[src/common/task_unit_pkg.sv]
`default_nettype none

package task_unit_pkg;

   // Task fields
   typedef logic [31:0] ts_t;
   typedef logic [3:0]  ttype_t;

   typedef struct packed {
      ts_t         ts;
      ttype_t      ttype;
      logic [15:0] locale;
      logic [31:0] args;
   } task_t;

   // Tasks of this type go to the splitter instead of the commit queue
   localparam ttype_t TASK_TYPE_SPLITTER = 4'hf;

   // Operations accepted by task_queue
   typedef enum logic [2:0] {
      NOP,
      ENQ,
      DEQ_MIN,
      DEQ_MAX,
      REPLACE
   } queue_op_t;

   // Write-only configuration strobe
   typedef struct packed {
      logic        wr;
      logic [3:0]  addr;
      logic [31:0] data;
   } cfg_wr_t;

   // Configuration addresses
   localparam logic [3:0] CFG_SPILL_THRESHOLD = 4'h0;
   localparam logic [3:0] CFG_SPILL_SIZE      = 4'h1;
   localparam logic [3:0] CFG_START           = 4'h2;
   localparam logic [3:0] CFG_THROTTLE_MARGIN = 4'h3;

   // Reset values
   localparam logic [31:0] DEFAULT_SPILL_THRESHOLD = 32'd12;
   localparam logic [31:0] DEFAULT_SPILL_SIZE      = 32'd4;
   // Zero margin disables the throttle
   localparam ts_t         DEFAULT_THROTTLE_MARGIN = 32'd0;

endpackage

`default_nettype wire

[src/verilog/enq_stage.sv]
`default_nettype none

module enq_stage
   import task_unit_pkg::*;
(
   input  wire logic  clk,
   input  wire logic  rstn,
   input  wire logic  task_enq_valid,
   input  wire task_t task_enq_data,
   input  wire logic  coal_child_valid,
   input  wire task_t coal_child_data,
   input  wire logic  spill_busy,
   input  wire logic  hold_clear,
   output logic       task_enq_ready,
   output logic       coal_child_ready,
   output task_t      held_task,
   output logic       held_valid
);

   logic can_take;

   assign can_take = !held_valid && !spill_busy;

   // Children from the coalescer win over new tasks
   assign coal_child_ready = can_take && coal_child_valid;
   assign task_enq_ready   = can_take && task_enq_valid && !coal_child_valid;

   always_ff @(posedge clk) begin
      if (!rstn) begin
         held_valid <= 1'b0;
      end else if (coal_child_ready || task_enq_ready) begin
         held_valid <= 1'b1;
      end else if (hold_clear) begin
         held_valid <= 1'b0;
      end
   end

   always_ff @(posedge clk) begin
      if (coal_child_ready) begin
         held_task <= coal_child_data;
      end else if (task_enq_ready) begin
         held_task <= task_enq_data;
      end
   end

endmodule

`default_nettype wire

[config.mk]
export PLATFORM = sky130hd
export DESIGN_NAME = enq_stage
export DESIGN_NICKNAME = d
export VERILOG_FILES = /design/src/common/task_unit_pkg.sv /design/src/verilog/enq_stage.sv
export SDC_FILE = /design/constraint.sdc
export NUM_CORES = 1
export LEC_CHECK = 0
export CAP_MARGIN = 20
export CORE_AREA = 2 2 100 102
export CTS_CLUSTER_DIAMETER = 120
export DETAILED_ROUTE_END_ITERATION = 12
export DIE_AREA = 0 0 102 104
export DONT_BUFFER_PORTS = 1
export PLACE_DENSITY = 0.53
export SLEW_MARGIN = 10
export SYNTH_ARGS = -nofsm -noshare
export SYNTH_HDL_FRONTEND = slang
export SYNTH_SLANG_ARGS = --single-unit
[constraint.sdc]
create_clock -name clk -period 9.2 [get_ports clk]
set_input_delay 1.38 -clock clk [delete_from_list [all_inputs] [get_ports clk]]
set_output_delay 1.38 -clock clk [all_outputs]
set_load 0.03 [all_outputs]
# After elaboration in Yosys (flattened, before gate mapping)
# Cells that the tools add are included.
# word_totals
ff_bits	85
input_bits	174
output_inout_bits	87
# op_classes
muxes	4
reduce_logical	10
# ops
operator	count
$mux 84	2
$logic_and 1x1->1	4
$reduce_bool 2->1	2
$logic_not 1->1	3
$mux 1	2
$logic_or 1x1->1	1

# Longest topological paths before layout
# depth
depth_word	6
ltp_mapped	4

# Least setup slack after synthesis
# OpenSTA, ideal clock, no wires.
# synth_path
path_type	input port to flip-flop
from	input port spill_busy
to	register held_task[0] (netlist name), enable pin
setup_ns	0.631
arrival_time_ns	7.170
t_required_ns	8.569
path_slack_ns	1.399
cell_stages	1
path_buffers	0
cell_sequence	nor3_1
# synth_between
elab_chain_cells	5
word_cells_on_any_way	6
classes_between	reduce/logical (6)
# synth_rtl
element	line	text
start, declared	enq_stage.sv:12	input wire logic spill_busy,
$logic_not 1->1 (*)	enq_stage.sv:22	assign can_take = !held_valid && !spill_busy;
$logic_and 1x1->1 (*)	enq_stage.sv:22	
$logic_and 1x1->1 (2 in a row)	enq_stage.sv:26	assign task_enq_ready = can_take && task_enq_valid && !coal_child_valid;
$reduce_bool 2->1 (no source line) (*)	n/a	
end signal, assigned	enq_stage.sv:40	held_task <= coal_child_data;
end signal, assigned	enq_stage.sv:42	held_task <= task_enq_data;
end, declared	enq_stage.sv:16	output task_t held_task,
# Mark *: on every way between the ends. The rest lies on a longest branch, timed or not.
# A chain may end at the register's enable or synchronous reset.

# Worst setup path after layout
# layout_path
from	input port spill_busy
to	register held_task[73] (netlist name) (data pin)
# layout_between
elab_chain_cells	4
# layout_rtl
element	line	text
$logic_not 1->1	enq_stage.sv:22	
$logic_and 1x1->1	enq_stage.sv:22	
$logic_and 1x1->1	enq_stage.sv:25	assign coal_child_ready = can_take && coal_child_valid;
$mux 84	enq_stage.sv:39	if (coal_child_ready) begin
# No other way between the ends.

==> metrics.yaml <==
run_status:
  status: "finished clean"
global_routing:
  grt_overflow: 0
  antenna_found_initial: 0
  grt_usage_pct: 13.82
  grt_pass1_vias: 1904
  grt_max_degree: 84
  grt_pass1_wl_um: 10890
timing:
  relSlewSlack_pct: 30.06
  tightest_slew_ns: 1.049
  slew_violations: 0
  post-route-period-util_pct: 36.20
  hold_viol: 0
  rsz0062_at_grt: "no"
  setup_tns_ns: 0
  clock_skew_ns: 0.01046
  setup_viol: 0
  fin_crit_ns: 3.331
  fmax_ghz: 0.3002
  hold_ws_ns: 0.8686
synth:
  synthTopCellsByArea: "edfxtp_1 70%, mux2_1 15%, mux2_2 11%"
  synth-seq-cells: 85
  syn-num-nets: 358
  synth_top_cell_by_area: "edfxtp_1"
  ys_types: 13
  synth_seq_area_share_pct: 70.41
  avgSynthCellArea_sq_um: 19.62
  synth.top_cell.area_share_pct: 69.85
  syn_inst: 184
  yosys_warnings: 0
  netlist_area_sq_um: 3611
clocking:
  cts_root_buf: "clkbuf_8"
  cts_sinks: 85
  cts_hold_buf: 0
  cts_resized: 0
  clk-insertion-delay-late_ns: 0.34
  cts_tree: "yes"
  ctsLongestPathBuffers: 2
  path_clk_slew_ns: 0.08
  h-tree-depth: 3
  cts_buffers: 9
  cts_setup_buffers: 0
detailed_routing:
  dr.pass1.iters: 4
  drc: 0
  route.vias.total: 1687
  post_drt_wl_per_cell_um: 23.35
  totalWireLength_um: 7659
  postRouteAntennaNets: 0
  viasPerCell: 5.143
  drt_iter0_drc: 49
placed_design:
  placed_area_sq_um: 3740
  gp_congestion: 0.7643
  portBuffers: 0
  dp_cells: 312
floorplan:
  die_w_um: 102
  die_y_um: 104
  num_rows: 36
  ios: 261
  start_util_pct: 37.81
  die-area_sq_um: 10610
  fp.coreArea_sq_um: 9549
worst_setup_path:
  crit_fanout: 50
  cp-start-kind: "input pin"
  cp.required_ns: 9.27
  reg2regPathDepth: 4
  arrival_ns: 3.40
  end_kind: "flop"
  crit_type: "in2reg"
run:
  cap_violations: 0
finish:
  instances_no_fill: 328
  diodes: 0
  drive_above_1_share_pct: 28.21
  post-route-util_pct: 41.16
  layout_common_cells: "84 x edfxtp_1, 49 x mux2_1, 35 x mux2_2, 9 x clkbuf_8, 4 x buf_4"
  area_delta_synth_final_pct: 8.836
  final_area_sq_um: 3930
  fin_nets: 364
  final_common_cell: "edfxtp_1"
power:
  p_leak_nw: 1.253
  ir_worst_vdd_mv: 0.1087
  p_per_area_nw_per_um2: 212.2
worst_hold_path:
  hold_depth: 2
  hp-class: "reg2reg"
-- Yosys cell counts (all sizes together) --
library cell / number
buf: 9
nor2b: 1
nor3: 1
o21a: 1
dfxtp: 1
edfxtp: 84
nor2: 1
nor3b: 1
nor4b: 1
mux2: 84
-- flip-flops by register name, indices dropped and copies added, names as in the netlist --
name	cells
held_task	84
held_valid	1
-- through the flow --
stage	power [mW]	setup slack [ns]
2_1_floorplan	0.5786	1.399
3_3_place_gp	0.5845	5.629
3_5_place_dp	0.5886	5.502
4_1_cts	0.8443	5.872
5_1_grt	0.8670	5.769
6_report	0.8339	5.869
-- final timing paths --
check / slack (ns) / startpoint / endpoint
setup / recovery: 5.87 / spill_busy / held_task[73]
setup reg to reg: 6.36 / held_valid / held_task[73]
hold reg to reg: 0.87 / held_valid / held_valid
hold / removal: 0.87 / held_valid / held_valid
-- routing by layer --
metal  up-vias  routed length [um]  share of wire, %  GRT usage [%]
met5         -                   0                 0              0
met4         0                 100               1.3          4.571
met3         8                 854                11          6.183
met2       160                4020                52          24.34
met1       786                2684                35          14.43
li1        733                   -                 -              -
-- cell families after synthesis --
family / Yosys count / share of synthesized area (%)
AND/OR/NAND/NOR: 5 / 1.005
flip-flops: 85 / 70.41
buffers and inverters: 9 / 2.183
multiplexers: 84 / 26.20
AO/OA/AOI/OAI: 1 / 0.2080
-- report_power, final --
group	switching, mW	total [mW]	leakage (nW)	internal, mW
sequential	0.0615	0.524	0.804	0.463
combinational	0.0284	0.0540	0.359	0.0257
clock	0.129	0.255	0.0899	0.126
-- cell type report --
type                       instances  area (sq um)
fill                             891          5619
sequential                        85          2542
multi-input combinational         90          1001
tap                              133         166.4
clock buffer                      11         131.4
clock inverter                     5         58.81
timing repair buffer               4         30.03
-- worst max-delay path, cell delays in order --
cell,delay [ns]
nor3b_4,0.48
buf_4,0.50
buf_4,0.59
mux2_1,0.39
(Power assumes the default switching activity.)
