**src/common/task_unit_pkg.sv**
```systemverilog
`default_nettype none

package task_unit_pkg;

   // Task fields
   typedef logic [31:0] ts_t;
   typedef logic [3:0]  ttype_t;

   typedef struct packed {
      ts_t         ts;
      ttype_t      ttype;
      logic [15:0] locale;
      logic [31:0] args;
   } task_t;

   // Tasks of this type go to the splitter instead of the commit queue
   localparam ttype_t TASK_TYPE_SPLITTER = 4'hf;

   // Operations accepted by task_queue
   typedef enum logic [2:0] {
      NOP,
      ENQ,
      DEQ_MIN,
      DEQ_MAX,
      REPLACE
   } queue_op_t;

   // Write-only configuration strobe
   typedef struct packed {
      logic        wr;
      logic [3:0]  addr;
      logic [31:0] data;
   } cfg_wr_t;

   // Configuration addresses
   localparam logic [3:0] CFG_SPILL_THRESHOLD = 4'h0;
   localparam logic [3:0] CFG_SPILL_SIZE      = 4'h1;
   localparam logic [3:0] CFG_START           = 4'h2;
   localparam logic [3:0] CFG_THROTTLE_MARGIN = 4'h3;

   // Reset values
   localparam logic [31:0] DEFAULT_SPILL_THRESHOLD = 32'd12;
   localparam logic [31:0] DEFAULT_SPILL_SIZE      = 32'd4;
   // Zero margin disables the throttle
   localparam ts_t         DEFAULT_THROTTLE_MARGIN = 32'd0;

endpackage

`default_nettype wire

```
**src/verilog/task_unit_ctrl.sv**
```systemverilog
`default_nettype none

module task_unit_ctrl
   import task_unit_pkg::*;
#(
   parameter int TQ_DEPTH    = 16,
   parameter int SPILL_DEPTH = 8
) (
   input  wire logic                             clk,
   input  wire logic                             rstn,
   input  wire cfg_wr_t                          cfg_wr,
   input  wire ts_t                              gvt,
   input  wire logic                             held_valid,
   input  wire task_t                            main_min,
   input  wire logic [$clog2(TQ_DEPTH+1)-1:0]    main_count,
   input  wire logic                             main_nonempty,
   input  wire logic [$clog2(SPILL_DEPTH+1)-1:0] spill_count,
   input  wire logic                             spill_nonempty,
   input  wire logic                             task_deq_ready,
   input  wire logic                             splitter_deq_ready,
   input  wire logic                             overflow_ready,
   output logic                                  hold_clear,
   output logic                                  spill_busy,
   output queue_op_t                             main_op,
   output queue_op_t                             spill_op,
   output logic                                  task_deq_valid,
   output logic                                  splitter_deq_valid,
   output logic                                  overflow_valid,
   output logic                                  full,
   output logic                                  almost_full,
   output logic                                  empty,
   output ts_t                                   lvt
);

   localparam int MCW = $clog2(TQ_DEPTH + 1);
   localparam int SCW = $clog2(SPILL_DEPTH + 1);

   logic [MCW-1:0] spill_threshold;
   logic [SCW-1:0] spill_size;
   logic           started;
   ts_t            throttle_margin;
   ts_t            throttle_ts;
   logic [SCW-1:0] spills_left;

   logic           spill_start;
   logic           is_splitter;
   logic           deq_hs;

   always_ff @(posedge clk) begin
      if (!rstn) begin
         spill_threshold <= MCW'(DEFAULT_SPILL_THRESHOLD);
         spill_size      <= SCW'(DEFAULT_SPILL_SIZE);
         started         <= 1'b0;
         throttle_margin <= DEFAULT_THROTTLE_MARGIN;
      end else if (cfg_wr.wr) begin
         case (cfg_wr.addr)
            CFG_SPILL_THRESHOLD: spill_threshold <= cfg_wr.data[MCW-1:0];
            CFG_SPILL_SIZE:      spill_size      <= cfg_wr.data[SCW-1:0];
            CFG_START:           started         <= cfg_wr.data[0];
            CFG_THROTTLE_MARGIN: throttle_margin <= cfg_wr.data;
            default: ;
         endcase
      end
   end

   // Bound of all ones means no throttling
   always_ff @(posedge clk) begin
      if (!rstn) begin
         throttle_ts <= '1;
      end else if (throttle_margin == '0) begin
         throttle_ts <= '1;
      end else begin
         throttle_ts <= gvt + throttle_margin;
      end
   end

   // Spill needs room for the whole burst in the spill queue
   assign spill_busy  = (spills_left != '0);
   assign spill_start = !spill_busy && (main_count > spill_threshold) &&
                        ((SCW'(SPILL_DEPTH) - spill_count) >= spill_size);

   always_ff @(posedge clk) begin
      if (!rstn) begin
         spills_left <= '0;
      end else if (spill_start) begin
         spills_left <= spill_size;
      end else if (spill_busy) begin
         spills_left <= spills_left - 1'b1;
      end
   end

   // Head routing and dispatch gates
   assign is_splitter        = (main_min.ttype == TASK_TYPE_SPLITTER);
   assign task_deq_valid     = main_nonempty && !spill_busy && !is_splitter && started &&
                               (main_min.ts < throttle_ts);
   assign splitter_deq_valid = main_nonempty && !spill_busy && is_splitter;
   assign deq_hs             = (task_deq_valid && task_deq_ready) ||
                               (splitter_deq_valid && splitter_deq_ready);

   assign overflow_valid = spill_nonempty && !spill_busy;

   always_comb begin
      main_op  = NOP;
      spill_op = NOP;
      if (spill_busy) begin
         if (main_nonempty) begin
            main_op  = DEQ_MAX;
            spill_op = ENQ;
         end
      end else begin
         if (held_valid && deq_hs) begin
            main_op = REPLACE;
         end else if (held_valid && !full) begin
            main_op = ENQ;
         end else if (deq_hs) begin
            main_op = DEQ_MIN;
         end
         if (overflow_valid && overflow_ready) begin
            spill_op = DEQ_MIN;
         end
      end
   end

   assign hold_clear = (main_op == ENQ) || (main_op == REPLACE);

   assign empty       = (main_count == '0);
   assign full        = (main_count == MCW'(TQ_DEPTH));
   assign almost_full = (main_count > spill_threshold);
   assign lvt         = main_nonempty ? main_min.ts : '1;

endmodule

`default_nettype wire

```
**config.mk**
```make
export PLATFORM = sky130hd
export DESIGN_NAME = task_unit_ctrl
export DESIGN_NICKNAME = d
export VERILOG_FILES = /design/src/common/task_unit_pkg.sv /design/src/verilog/task_unit_ctrl.sv
export SDC_FILE = /design/constraint.sdc
export NUM_CORES = 1
export LEC_CHECK = 0
export ABC_CLOCK_PERIOD_IN_PS = 5600
export BUFFER_PORTS_ARGS = -buffer_cell sky130_fd_sc_hd__buf_2
export CORE_MARGIN = 2
export CORE_UTILIZATION = 45
export CTS_CLUSTER_SIZE = 40
export DETAILED_ROUTE_END_ITERATION = 12
export HOLD_SLACK_MARGIN = 0.12
export PLACE_DENSITY = 0.74
export SYNTH_ARGS = -nofsm -noshare
export SYNTH_HDL_FRONTEND = slang
export SYNTH_SLANG_ARGS = --single-unit
export TNS_END_PERCENT = 30
```
**constraint.sdc**
```tcl
create_clock -name clk -period 5.6 [get_ports clk]
set_clock_uncertainty 0.05 [all_clocks]
set_input_delay 1.12 -clock clk [delete_from_list [all_inputs] [get_ports clk]]
set_output_delay 1.12 -clock clk [all_outputs]
set_load 0.02 [all_outputs]
```
# Word-level counts from Yosys, hierarchy flattened
# Index checks and enable logic that the tools add are counted.
# word_totals
regBits	78
in_bits	170
word_cells	59
output_inout_bits	46
# classes
n_mux	11
magnitude_cmp	3
bitwise_logic	1
reduce_logical	28
n_addsub	3
eq_ne	7
# op_table
operator	n
$add A32 B32 Y32	1
$logic_not A32 Y1	1
$lt A32 B32 Y1	1
$mux W32	1
$logic_and A1 B1 Y1	13
$mux W3	3
$eq A4 B2 Y1 const B	2
$mux W2	4
$mux W4	2
$reduce_and A2 Y1	4
$eq A5 B5 Y1 const B	1
$gt A5 B5 Y1	1
$logic_not A5 Y1	1
$eq A4 B1 Y1 const B	1
$eq A4 B4 Y1 const B	1
$ge A4 B4 Y1	1
$logic_not A4 Y1	1
$reduce_bool A4 Y1	1
$sub A4 B1 Y4 const B	1
$sub A4 B4 Y4 const A	1
$eq A3 B1 Y1 const B	1
$eq A3 B3 Y1 const B	1
$logic_not A1 Y1	3
$logic_or A1 B1 Y1	2
other kinds (4)	4

# Logic depth before layout (Yosys ltp)
# Gate-level depths: netlist of run 1.
# logic_depth
depth_word	14
mapped_depth	11
depth_no_buf	11

# Worst setup path before layout of run 1
# OpenSTA, ideal clock, no wires.
# synth_path
path_kind	input-to-output
from	input main_min[69] (netlist bit)
to	output main_op[1]
path_stages	9
path_buffers	0
path_slack_ns	1.422
arrival_ns	3.008
cell_sequence	ha_1 a21o_1 a21o_1 a21oi_1 and3b_1 o21ai_0 a311oi_2 o211ai_2 a31oi_1
# synth_via
elab_chain_cells	8
word_cells_on_any_way	9
# synth_rtl
item	line_no	source
from (decl)	task_unit_ctrl.sv:14	input wire task_t main_min,
$lt A32 B32 Y1 *	task_unit_ctrl.sv:95	(main_min.ts < throttle_ts);
$logic_and A1 B1 Y1 *	task_unit_ctrl.sv:94	assign task_deq_valid = main_nonempty && !spill_busy && !is_splitter && started &&
$logic_and A1 B1 Y1 *	task_unit_ctrl.sv:97	assign deq_hs = (task_deq_valid && task_deq_ready) ||
$logic_or A1 B1 Y1 *	task_unit_ctrl.sv:97	
$mux W2	task_unit_ctrl.sv:115	end else if (deq_hs) begin
$mux W2	task_unit_ctrl.sv:113	end else if (held_valid && !full) begin
$mux W3 *	task_unit_ctrl.sv:111	if (held_valid && deq_hs) begin
$mux W3 *	task_unit_ctrl.sv:105	if (spill_busy) begin
to (decl)	task_unit_ctrl.sv:24	output queue_op_t main_op,
# Every way passes the cells marked *; elsewhere a longest branch is shown, timed or not.

# Worst setup path after layout of run 1
# Same ends and word-level chain as after synthesis.

==> metrics.log, run 1 <==
[metrics] leading register cell type out of synthesis: sky130_fd_sc_hd__dfxtp_1
[metrics] antenna violations before repair: 0
[metrics] Gate Count Post-Synth: 711
[metrics] CP Launch Type: input port
[metrics] dominant combinational cell family by area after synthesis: simple AND/OR/NAND/NOR gates
[metrics] dpl ws: 1.028 ns
[metrics] Worst Slack Setup Final: 1.051 ns
[metrics] via count of the first global-routing pass: 4758
[metrics] area growth from synthesis to layout: 21.97%
[metrics] maximum resistive drop on vdd: 128.5 uV
[metrics] number of distinct library cell variants in the gate-level netlist after synthesis: 65
[metrics] post-synthesis xor/xnor area fraction: 4.095%
[metrics] H-tree depth: 3
[metrics] static leakage: 0.003560 uW
[metrics] share of synthesized area spent on multiplexers: 2.015%
[metrics] Sum Neg Setup Slack: 0 ns
[metrics] power density relative to cell area: 235.3 nW/um^2
[metrics] clock net sink count: 78
[metrics] Netlist Area Pre-Place: 5774 sq um
[metrics] critical path data required time: 4.43 ns
[metrics] core occupancy in the finished layout: 56.04%
[metrics] final count of hold timing violations: 0
[metrics] ratio of cells with drive above 1 in the final layout: 23.39%
[metrics] clock tree from TritonCTS: done
[metrics] fraction of the mapped netlist area in adder cells: 16.38%
[metrics] Crit Path Category: input port to primary output
[metrics] synth warn: 0
[metrics] mean area per synthesized cell: 8.121 sq um
[metrics] number of buffers inserted during clock tree synthesis: 9
[metrics] setup slack on the worst flop-to-flop path: 2.81 ns
[metrics] GRT met3 Usage: 2.420%
[metrics] Core Footprint: 12570 sq um
[metrics] final instance area: 7043 sq um
[metrics] detail-routed via count per cell: 5.084
[metrics] share of async-settable or async-resettable flops after synthesis: 0%
[metrics] Max Transition Viols Final: 0
[metrics] count of input and output buffers: 166
[metrics] # IOs: 216
[metrics] Synthesized Nets: 956
[metrics] RSZ-0062 raised after global routing: no
[metrics] overall via count from detail_route: 5308
[metrics] Post-synth EDFFs: 0
[metrics] wire length per cell after detailed routing: 13.21 um
[metrics] overall fraction of global-route tracks in use: 20.26%
[metrics] Std-Cell Rows: 41
[metrics] Tmin final: 4.549 ns
[metrics] die extent in y: 117.3 um
[metrics] antenna-violating nets left: 0
[metrics] library cell used as clock root buffer: sky130_fd_sc_hd__clkbuf_16
[metrics] clock latency on the worst-skew pair: 0.34 ns
[metrics] total inserted antenna cells: 0
[metrics] total die area: 13750 sq um
[metrics] actual slew at the worst max-slew pin: 1.101 ns
[metrics] starting density of the core: 45.94%
[metrics] detailed router's first-iteration violation count: 215
[metrics] cts-stage hold buffer count: 0
[metrics] nets@finish: 1112
[metrics] met1 Usage GRT: 27.98%
[metrics] leading cell types in the layout, fill and taps excluded: sky130_fd_sc_hd__buf_2, sky130_fd_sc_hd__nand2_1, sky130_fd_sc_hd__dfxtp_1, sky130_fd_sc_hd__ha_1, sky130_fd_sc_hd__inv_1
[metrics] Data arrival, critical path: 3.38 ns
[metrics] weighted congestion at the end of routability-driven global placement: 0.8633
[metrics] number of failing setup endpoints in the final timing report: 0
[metrics] top achievable clock speed: 219.8 MHz
[metrics] wire length of the first global-routing pass: 21.95 mm
[metrics] Compound-Gate Fraction of Synth Area: 21.93%
[metrics] Worst Path Max Fanout: 4
[metrics] pin count of the biggest net entering global routing: 48
[metrics] Hold Path Class: flop to flop
[metrics] share of the yosys chip area belonging to registers: 27.04%
[metrics] most common cell after layout, fill and taps aside: sky130_fd_sc_hd__buf_2
[metrics] # resized after CTS: 0
[metrics] Overall Power: 1657 uW
[metrics] total cell area at the placement stage: 6734 sq um
[metrics] DR pass1 iterations: 5
[metrics] Setup Buffers After CTS: 0
[metrics] met2 Use GR: 33.03%
[metrics] overflow left after global routing: 0
[metrics] max-capacitance violation count: 0
[metrics] horizontal die dimension: 117.3 um
[metrics] status: complete, no violations
[metrics] maximum count of clock buffers along a single path: 2
[metrics] Relative slew margins: 26.59%
[metrics] Worst-path clk slew: 0.06 ns
[metrics] share of synthesized cell area in and, or, nand and nor gates: 23.21%
[metrics] post-route DRC violation count: 0
[metrics] endpoint type of the worst setup path: primary output
[metrics] most used routing layer in global routing: met2
[metrics] final WL: 13.79 mm
[metrics] total of flip-flops plus latches after synthesis: 78
[metrics] half-perimeter wire length of the detailed placement result: 11.25 mm
[metrics] period utilization: 81.23%
power by group:
part	switching (uW)	total (uW)	internal (uW)
combinational	260	450	189
sequential	17.4	608	591
clock	230	600	369
total	508	1660	1150
final timing paths:
kind                                    start                                to  cells after the start
min reg2reg  throttle_margin[25]$_SDFFE_PN0P_  throttle_margin[25]$_SDFFE_PN0P_                      2
max                              main_min[69]                        main_op[1]                     11
max reg2reg   throttle_margin[0]$_SDFFE_PN0P_        throttle_ts[24]$_SDFF_PP1_                     11
min          throttle_margin[25]$_SDFFE_PN0P_  throttle_margin[25]$_SDFFE_PN0P_                      2
layer usage:
layer | vias up | share of wire, %
met5 | - | 0
met4 | 0 | 1.5
met3 | 17 | 5.6
met2 | 161 | 44
met1 | 2338 | 49
li1 | 2792 | -
through the flow:
step,instances,hold slack (ns)
6_report,1044,0.4343
2_1_floorplan,711,0.4037
4_1_cts,1044,0.4380
5_1_grt,1044,0.4598
3_3_place_gp,1028,0.4234
3_5_place_dp,1028,0.4306
logic make-up (layout without fill, tap and decap cells):
family,after synthesis,after routing
and+or+nand+nor,267,267
AOI/OAI and AO/OA,174,174
DFF,78,78
buffers and inverters,78,239
adders and majority gates,75,75
xor gates and xnor gates,27,27
muxes,11,11
other,1,1
worst max-delay path: stages:
cell,delay [ns]
sky130_fd_sc_hd__buf_2,0.10
sky130_fd_sc_hd__ha_1,0.30
sky130_fd_sc_hd__a21o_1,0.16
sky130_fd_sc_hd__a21o_1,0.16
sky130_fd_sc_hd__a21oi_1,0.18
sky130_fd_sc_hd__and3b_1,0.21
sky130_fd_sc_hd__o21ai_0,0.13
sky130_fd_sc_hd__a311oi_2,0.40
sky130_fd_sc_hd__o211ai_2,0.18
sky130_fd_sc_hd__a31oi_1,0.22
sky130_fd_sc_hd__buf_2,0.19
flip-flops by register name, summed over array words and instances, names as in the netlist:
signal           flops
spill_size           4
spill_threshold      5
spills_left          4
throttle_margin     32
started              1
throttle_ts         32
synthesized netlist by cell type (5+ instances only):
| cell type | count | area, sq um |
|---|---|---|
| sky130_fd_sc_hd__ha_1 | 74 | 925.9 |
| sky130_fd_sc_hd__nor2b_1 | 19 | 118.9 |
| sky130_fd_sc_hd__or3_1 | 5 | 31.28 |
| sky130_fd_sc_hd__xor2_1 | 13 | 113.9 |
| sky130_fd_sc_hd__mux2i_1 | 9 | 90.09 |
| sky130_fd_sc_hd__a21boi_0 | 34 | 255.2 |
| sky130_fd_sc_hd__nand2b_1 | 43 | 269.0 |
| sky130_fd_sc_hd__nor4_1 | 9 | 56.30 |
| sky130_fd_sc_hd__a31oi_1 | 6 | 37.54 |
| sky130_fd_sc_hd__xnor2_1 | 14 | 122.6 |
| sky130_fd_sc_hd__o21bai_1 | 6 | 45.04 |
| sky130_fd_sc_hd__o21ai_0 | 14 | 70.07 |
| sky130_fd_sc_hd__dfxtp_1 | 78 | 1562 |
| sky130_fd_sc_hd__nor2_1 | 17 | 63.81 |
| sky130_fd_sc_hd__o21a_1 | 9 | 67.56 |
| sky130_fd_sc_hd__clkbuf_1 | 20 | 75.07 |
| sky130_fd_sc_hd__o21ai_1 | 8 | 40.04 |
| sky130_fd_sc_hd__nand4_1 | 11 | 68.82 |
| sky130_fd_sc_hd__nand2_1 | 120 | 450.4 |
| sky130_fd_sc_hd__nand3_1 | 13 | 65.06 |
| sky130_fd_sc_hd__o211ai_1 | 7 | 52.55 |
| sky130_fd_sc_hd__a21oi_1 | 36 | 180.2 |
| sky130_fd_sc_hd__inv_1 | 56 | 210.2 |
| sky130_fd_sc_hd__and2_1 | 8 | 50.05 |
| sky130_fd_sc_hd__a21o_1 | 24 | 180.2 |
cell type report:
cell class                      instances  area, sq um
Fill cell                            1212         5525
Multi-Input combinational cell        555         3909
Sequential cell                        78         1562
Timing Repair Buffer                  167        838.3
Clock buffer                           11        252.7
Tap cell                              172        215.2
Inverter                               56        210.2
Clock inverter                          5        56.30
Power figures use the tool's default switching activity.
==> inputs of run 2 (changes only) <==
Settings changed: ABC_CLOCK_PERIOD_IN_PS 5600 to 3700, PLACE_DENSITY 0.74 to 0.77.
Clock period 5.6 ns to 3.7 ns, I/O delays scaled along.
==> metrics.log, run 2 (synthesis results as in run 1) <==
[metrics] Hold Path Class: flop to flop
[metrics] total die area: 13750 sq um (unchanged)
[metrics] number of buffers inserted during clock tree synthesis: 9 (unchanged)
[metrics] antenna-violating nets left: 0 (unchanged)
[metrics] Core Footprint: 12570 sq um (unchanged)
[metrics] Reg2Reg Capture Point: throttle_ts[24]$_SDFF_PP1_
[metrics] Critical Path, Cell by Cell: buf_2 > ha_1 > a21o_1 > a21o_1 > a21oi_2 > and3b_2 > o2111ai_2 > a311oi_2 > buf_4 > o211ai_4 > a31oi_1 > buf_2
[metrics] wire length of the first global-routing pass: 22.01 mm (+0.29%)
[metrics] status: complete, no violations
[metrics] final count of hold timing violations: 0 (unchanged)
[metrics] max-capacitance violation count: 0 (unchanged)
[metrics] static leakage: 0.003613 uW (+1.5%)
[metrics] core occupancy in the finished layout: 56.67% (+0.63 points)
[metrics] capture endpoint of the worst hold path: throttle_margin[24]$_SDFFE_PN0P_
[metrics] detail-routed via count per cell: 5.082 (about the same)
[metrics] Relative slew margins: 46.89% (+20 points)
[metrics] r2r worst-path depth: 11 (unchanged)
[metrics] post-route DRC violation count: 0 (unchanged)
[metrics] Std-Cell Rows: 41 (unchanged)
[metrics] antenna violations before repair: 0 (unchanged)
[metrics] worst r2r src: throttle_margin[0]$_SDFFE_PN0P_
[metrics] CP Launch Type: input port
[metrics] Worst path slowest cell: sky130_fd_sc_hd__ha_1
[metrics] half-perimeter wire length of the detailed placement result: 11.42 mm (+1.5%)
[metrics] starting density of the core: 45.94% (unchanged)
[metrics] maximum resistive drop on vdd: 252.4 uV (+96%)
[metrics] Worst-path clk slew: 0.05 ns (about the same)
[metrics] weighted congestion at the end of routability-driven global placement: 0.9018 (+4.5%)
[metrics] Tmin final: 3.631 ns
[metrics] count of input and output buffers: 166 (unchanged)
[metrics] Setup Buffers After CTS: 0 (unchanged)
[metrics] top flop regs: throttle_margin: 32 flops, throttle_ts: 32 flops, spill_threshold: 5 flops
[metrics] endpoint type of the worst setup path: primary output
[metrics] Hold Path Depth: 2 (unchanged)
[metrics] Crit Path Category: input port to primary output
[metrics] maximum count of clock buffers along a single path: 2 (unchanged)
[metrics] via count of the first global-routing pass: 4787 (+0.61%)
[metrics] power density relative to cell area: 358.8 nW/um^2 (+52%)
[metrics] period utilization: 98.13%
[metrics] total inserted antenna cells: 0 (unchanged)
[metrics] clock latency on the worst-skew pair: 0.34 ns (about the same)
[metrics] Min-Delay Startpoint: throttle_margin[24]$_SDFFE_PN0P_
[metrics] ratio of cells with drive above 1 in the final layout: 24.15% (+0.75 points)
[metrics] most common cell after layout, fill and taps aside: sky130_fd_sc_hd__buf_2
[metrics] overall fraction of global-route tracks in use: 20.35% (+0.085 points)
[metrics] nets@finish: 1118 (+0.54%)
[metrics] Sum Neg Setup Slack: 0 ns (unchanged)
[metrics] actual slew at the worst max-slew pin: 0.7966 ns (-0.3045 ns)
[metrics] Overall Power: 2555 uW (+54%)
[metrics] pin count of the biggest net entering global routing: 47 (-2.1%)
[metrics] # IOs: 216 (unchanged)
[metrics] delay of the slowest critical-path stage: 0.30 ns (-0.10 ns)
[metrics] detailed router's first-iteration violation count: 234 (+8.8%)
[metrics] clock net sink count: 78 (unchanged)
[metrics] cts-stage hold buffer count: 0 (unchanged)
[metrics] overall via count from detail_route: 5336 (+0.53%)
[metrics] horizontal die dimension: 117.3 um (unchanged)
[metrics] clock tree from TritonCTS: done
[metrics] top achievable clock speed: 275.4 MHz
[metrics] leading cell types in the layout, fill and taps excluded: sky130_fd_sc_hd__buf_2, sky130_fd_sc_hd__nand2_1, sky130_fd_sc_hd__dfxtp_1, sky130_fd_sc_hd__ha_1, sky130_fd_sc_hd__inv_1
[metrics] library cell used as clock root buffer: sky130_fd_sc_hd__clkbuf_16
[metrics] DR pass1 iterations: 4 (-1)
[metrics] area growth from synthesis to layout: 23.34%
[metrics] wire length per cell after detailed routing: 13.26 um (+0.37%)
[metrics] number of failing setup endpoints in the final timing report: 0 (unchanged)
[metrics] number of buffer and inverter stages on the critical path: 3 (+1)
[metrics] critical path data required time: 2.91 ns (-1.52 ns)
[metrics] category of cells accounting for the largest share of critical-path delay: compound AO/OA/AOI/OAI gates
[metrics] H-tree depth: 3 (unchanged)
[metrics] Data arrival, critical path: 2.84 ns (-0.54 ns)
[metrics] Worst Path Max Fanout: 4 (unchanged)
[metrics] overflow left after global routing: 0 (unchanged)
[metrics] die extent in y: 117.3 um (unchanged)
[metrics] final WL: 13.92 mm (+0.94%)
[metrics] RSZ-0062 raised after global routing: no
[metrics] setup slack on the worst flop-to-flop path: 0.98 ns (-1.83 ns)
[metrics] Max Transition Viols Final: 0 (unchanged)
## run 2: stage by stage
stage	setup WS (ns)	cells	hold WS [ns]	cell area, sq um
2_1_floorplan	0.2822	711	0.4037	5774
3_3_place_gp	-0.006308	1034	0.4239	6779
3_5_place_dp	-0.02246	1034	0.4267	6779
4_1_cts	0.02774	1050	0.4354	7108
5_1_grt	0.008317	1050	0.4614	7122
6_report	0.06912	1050	0.4306	7122
## run 2: tightest hold or removal path: stages (launching register included)
cell and delay, ns:
sky130_fd_sc_hd__dfxtp_1 0.32, sky130_fd_sc_hd__nand2_1 0.05, sky130_fd_sc_hd__a21boi_0 0.06
## run 2: power by group
group | switching [uW] | internal, uW
Combinational | 399 | 299
Sequential | 24.1 | 894
Clock | 332 | 607
Total | 756 | 1800
## run 2: final cells by class
class,instances,area (sq um)
Fill cell,1200,5446
Tap cell,172,215.2
Sequential cell,78,1562
Timing Repair Buffer,173,885.9
Multi-Input combinational cell,555,3933
Clock buffer,12,246.5
Clock inverter,4,70.07
Inverter,56,210.2
## run 2: routing by layer
layer	vias to the layer above	share of wire, %	GRT usage, %
li1	2811	-	-
met1	2333	48	27.74
met2	170	42	32.26
met3	22	7.0	4.686
met4	0	2.1	5.804
met5	-	0	0
## run 2: worst max path at each step
stage	start	end	slack (ns)	cells after the start
floorplan	main_min[69]	main_op[1]	0.28	9
global placement	main_min[69]	main_op[0]	-0.006	12
detailed placement	main_min[69]	main_op[0]	-0.02	12
CTS	main_min[69]	main_op[0]	0.03	12
global route	main_min[69]	main_op[1]	0.008	12
finish	main_min[69]	main_op[1]	0.07	12
## run 2: repair_timing
item,CTS,global route
resized for setup,3,4
hold endpoints to repair,0,0
setup endpoints to repair,2,2
pin swaps,2,3
==> inputs of run 3 (changes only) <==
Settings changed: ABC_AREA from default to 1, PLACE_DENSITY 0.77 to 0.76.
==> metrics.log, run 3 <==
[metrics] share of total power consumed by net switching: 31.54% (+2.0 points)
[metrics] worst r2r src: throttle_margin[0]$_SDFFE_PN0P_
[metrics] H-tree depth: 3 (unchanged)
[metrics] clock latency on the worst-skew pair: 0.35 ns (about the same)
[metrics] pin count of the biggest net entering global routing: 65 (+38%)
[metrics] Hold Path Class: flop to flop
[metrics] total inserted antenna cells: 0 (unchanged)
[metrics] Min-Delay Startpoint: spill_threshold[4]$_SDFFE_PN0P_
[metrics] final WL: 15.94 mm (+14%)
[metrics] internal power summed over all cells: 1926 uW (+7.0%)
[metrics] Post-synth EDFFs: 0 (unchanged)
[metrics] post-route DRC violation count: 0 (unchanged)
[metrics] maximum count of clock buffers along a single path: 2 (unchanged)
[metrics] starting density of the core: 46.04% (+0.10 points)
[metrics] Combinational Power Share: 28.2% (+0.9 points)
[metrics] wire length of the first global-routing pass: 25.94 mm (+18%)
[metrics] Core Footprint: 13190 sq um (+4.9%)
[metrics] power density relative to cell area: 377.1 nW/um^2 (+5.1%)
[metrics] delay of the slowest critical-path stage: 0.30 ns (about the same)
[metrics] Crit Path Category: flop to primary output
[metrics] DR pass1 iterations: 5 (+1)
[metrics] fraction of power consumed by sequential logic: 33.1% (-2.8 points)
[metrics] detailed router's first-iteration violation count: 323 (+38%)
[metrics] clock net sink count: 78 (unchanged)
[metrics] top achievable clock speed: 325.6 MHz (+18%)
[metrics] horizontal die dimension: 120.2 um (+2.5%)
[metrics] category of cells accounting for the largest share of critical-path delay: simple AND/OR/NAND/NOR gates
[metrics] crit path from: spills_left[0]$_SDFFE_PN0P_
[metrics] Gate Count Post-Synth: 906 (+27%)
[metrics] nets@finish: 1314 (+18%)
[metrics] overflow left after global routing: 0 (unchanged)
[metrics] detail-routed via count per cell: 4.925 (-3.1%)
[metrics] r2r worst-path depth: 9 (-2)
[metrics] cts-stage hold buffer count: 0 (unchanged)
[metrics] number of distinct library cell variants in the gate-level netlist after synthesis: 43 (-34%)
[metrics] area share of the largest cell type after synthesis: 25.71% (-1.3 points)
[metrics] total die area: 14440 sq um (+5.0%)
[metrics] overall via count from detail_route: 6156 (+15%)
[metrics] maximum resistive drop on vdd: 228.4 uV (-9.5%)
[metrics] static leakage: 0.004031 uW (+12%)
[metrics] endpoint type of the worst setup path: primary output
[metrics] final count of hold timing violations: 0 (unchanged)
[metrics] Switch Pwr: 887.3 uW (+17%)
[metrics] share of the yosys chip area belonging to registers: 25.71% (-1.3 points)
[metrics] critical path data required time: 2.91 ns (about the same)
[metrics] cell taking the most area after synthesis: sky130_fd_sc_hd__dfxtp_1
[metrics] WL met2: 6.933 mm (+17%)
[metrics] Worst-path clk slew: 0.06 ns (about the same)
[metrics] Synthesized Nets: 1151 (+20%)
[metrics] antenna violations before repair: 0 (unchanged)
[metrics] overall fraction of global-route tracks in use: 22.44% (+2.1 points)
[metrics] half-perimeter wire length of the detailed placement result: 13.25 mm (+16%)
[metrics] # resized after CTS: 0 (-3)
[metrics] ratio of cells with drive above 1 in the final layout: 20.76% (-3.4 points)
[metrics] top flop regs: throttle_margin: 32 flops, throttle_ts: 32 flops, spill_threshold: 5 flops
[metrics] count of input and output buffers: 166 (unchanged)
[metrics] clock network fraction of total power: 38.7% (+1.9 points)
[metrics] via count of the first global-routing pass: 5746 (+20%)
[metrics] # IOs: 216 (unchanged)
[metrics] Worst Path Max Fanout: 7 (+3)
[metrics] Relative slew margins: 65.23% (+18 points)
[metrics] RSZ-0062 raised after global routing: no
[metrics] Max Used Layer: met4
[metrics] period utilization: 83.01% (-15 points)
[metrics] leading register cell type out of synthesis: sky130_fd_sc_hd__dfxtp_1
[metrics] most common cell after layout, fill and taps aside: sky130_fd_sc_hd__inv_1
[metrics] Netlist Area Pre-Place: 6073 sq um (+5.2%)
[metrics] synth warn: 0 (unchanged)
[metrics] clock tree from TritonCTS: done
[metrics] actual slew at the worst max-slew pin: 0.5215 ns (-0.2751 ns)
[metrics] die extent in y: 120.2 um (+2.5%)
[metrics] Setup Buffers After CTS: 0 (unchanged)
[metrics] Std-Cell Rows: 42 (+2.4%)
[metrics] number of buffer and inverter stages on the critical path: 2 (-1)
[metrics] total number of cells along the worst setup path: 13 (+1)
[metrics] share of async-settable or async-resettable flops after synthesis: 0% (unchanged)
[metrics] max-capacitance violation count: 0 (unchanged)
[metrics] mean area per synthesized cell: 6.703 sq um (-17%)
[metrics] ranking of synthesized cells by instance count: sky130_fd_sc_hd__inv_1, sky130_fd_sc_hd__nand2_1, sky130_fd_sc_hd__a21oi_1
[metrics] leading cell types in the layout, fill and taps excluded: sky130_fd_sc_hd__inv_1, sky130_fd_sc_hd__nand2_1, sky130_fd_sc_hd__buf_2, sky130_fd_sc_hd__a21oi_1, sky130_fd_sc_hd__dfxtp_1
[metrics] Max Transition Viols Final: 0 (unchanged)
[metrics] CP Launch Type: flop
[metrics] status: complete, no violations
[metrics] Data arrival, critical path: 2.28 ns (-0.56 ns)
[metrics] area growth from synthesis to layout: 22.87%
[metrics] Hold Slack: 0.4092 ns (-0.02140 ns)
[metrics] antenna-violating nets left: 0 (unchanged)
[metrics] number of buffers inserted during clock tree synthesis: 9 (unchanged)
[metrics] Tmin final: 3.071 ns (-0.5597 ns)
[metrics] weighted congestion at the end of routability-driven global placement: 0.9257 (+2.7%)
[metrics] library cell used as clock root buffer: sky130_fd_sc_hd__clkbuf_16
[metrics] Sum Neg Setup Slack: 0 ns (unchanged)
[metrics] total of flip-flops plus latches after synthesis: 78 (unchanged)
[metrics] WL met1: 7.741 mm (+15%)
[metrics] number of failing setup endpoints in the final timing report: 0 (unchanged)
[metrics] Hold Path Depth: 2 (unchanged)
[metrics] Critical Path, Cell by Cell: inv_1 > ha_1 > nand2_1 > nor2_4 > nand2_1 > nor3_1 > nand3_1 > nor2_1 > nand3_1 > nand2_1 > nand2_1 > nand2_1 > buf_2
[metrics] Worst path slowest cell: sky130_fd_sc_hd__dfxtp_1
[metrics] synth top area cells: sky130_fd_sc_hd__dfxtp_1, sky130_fd_sc_hd__ha_1, sky130_fd_sc_hd__inv_1, sky130_fd_sc_hd__nand2_1, sky130_fd_sc_hd__a21oi_1
[metrics] WL met3: 960 um (-1.1%)
[metrics] most frequent cell on the critical path: sky130_fd_sc_hd__nand2_1
[metrics] wire length per cell after detailed routing: 12.75 um (-3.8%)
[metrics] cell with the most instances after synthesis: sky130_fd_sc_hd__inv_1
## run 3: changes by cell type after synthesis, moves of 20 or more
cell / change
sky130_fd_sc_hd__nand3_1: +36
sky130_fd_sc_hd__nor2_1: +36
sky130_fd_sc_hd__a21boi_0: -30
sky130_fd_sc_hd__a21o_1: -20
sky130_fd_sc_hd__o21ai_0: +53
sky130_fd_sc_hd__nand2b_1: -43
sky130_fd_sc_hd__nand2_1: +46
sky130_fd_sc_hd__a21oi_1: +55
sky130_fd_sc_hd__inv_1: +119
## run 3: stage by stage
step                worst slack (ns)  cell area [sq um]  cells  power (uW)  util [%]
finish                        0.6288               7462   1250        2814     56.57
global route                  0.4119               7462   1250        2973     56.57
CTS                           0.5944               7462   1250        2831     56.57
detailed placement            0.6567               7092   1234        1741     53.77
global placement              0.6588               7092   1234        1723     53.77
floorplan                     0.9741               6073    906        1470         -
## run 3: tightest hold or removal path, delay by kind of cell (launching register included)
kind,cells,cell delay (ns)
buf+inv,1,0.06
compound gates,1,0.06
flops,1,0.30
## run 3: worst paths after layout
kind / endpoint / slack (ns)
worst max-delay path: hold_clear / 0.63
worst min-delay path: spill_threshold[4]$_SDFFE_PN0P_ / 0.41
worst min register to register: spill_threshold[4]$_SDFFE_PN0P_ / 0.41
worst max register to register: throttle_ts[30]$_SDFF_PP1_ / 1.51
## run 3: cells by family after synthesis
family	share of synthesized area, %
flip-flops	25.71
XOR/XNOR	2.596
other	0.06175
AO/OA/AOI/OAI	18.01
buffers and inverters	12.18
AND/OR/NAND/NOR	25.88
adder cells (fa/ha/maj)	15.57
## run 3: layout make-up
type / instances / area (sq um)
fillers: 1325 / 5728
multi-input cells: 632 / 3781
flip-flops and latches: 78 / 1562
repair buffers: 170 / 860.8
inverters: 178 / 668.1
clock buffers: 9 / 225.2
well taps: 176 / 220.2
clock inverters: 7 / 145.1
## run 3: per-layer routing
metal | global-route usage (%) | up-vias
met5 | 0 | -
met4 | 7.206 | 0
met3 | 4.434 | 24
met2 | 36.86 | 178
met1 | 29.58 | 2662
li1 | - | 3292
## run 3: power by group through the flow
stage	clock network, uW	logic [uW]	registers (uW)
2_1_floorplan	0	525	944
3_3_place_gp	0	774	948
3_5_place_dp	0	790	951
4_1_cts	1100	796	933
5_1_grt	1140	897	939
6_report	1090	793	932
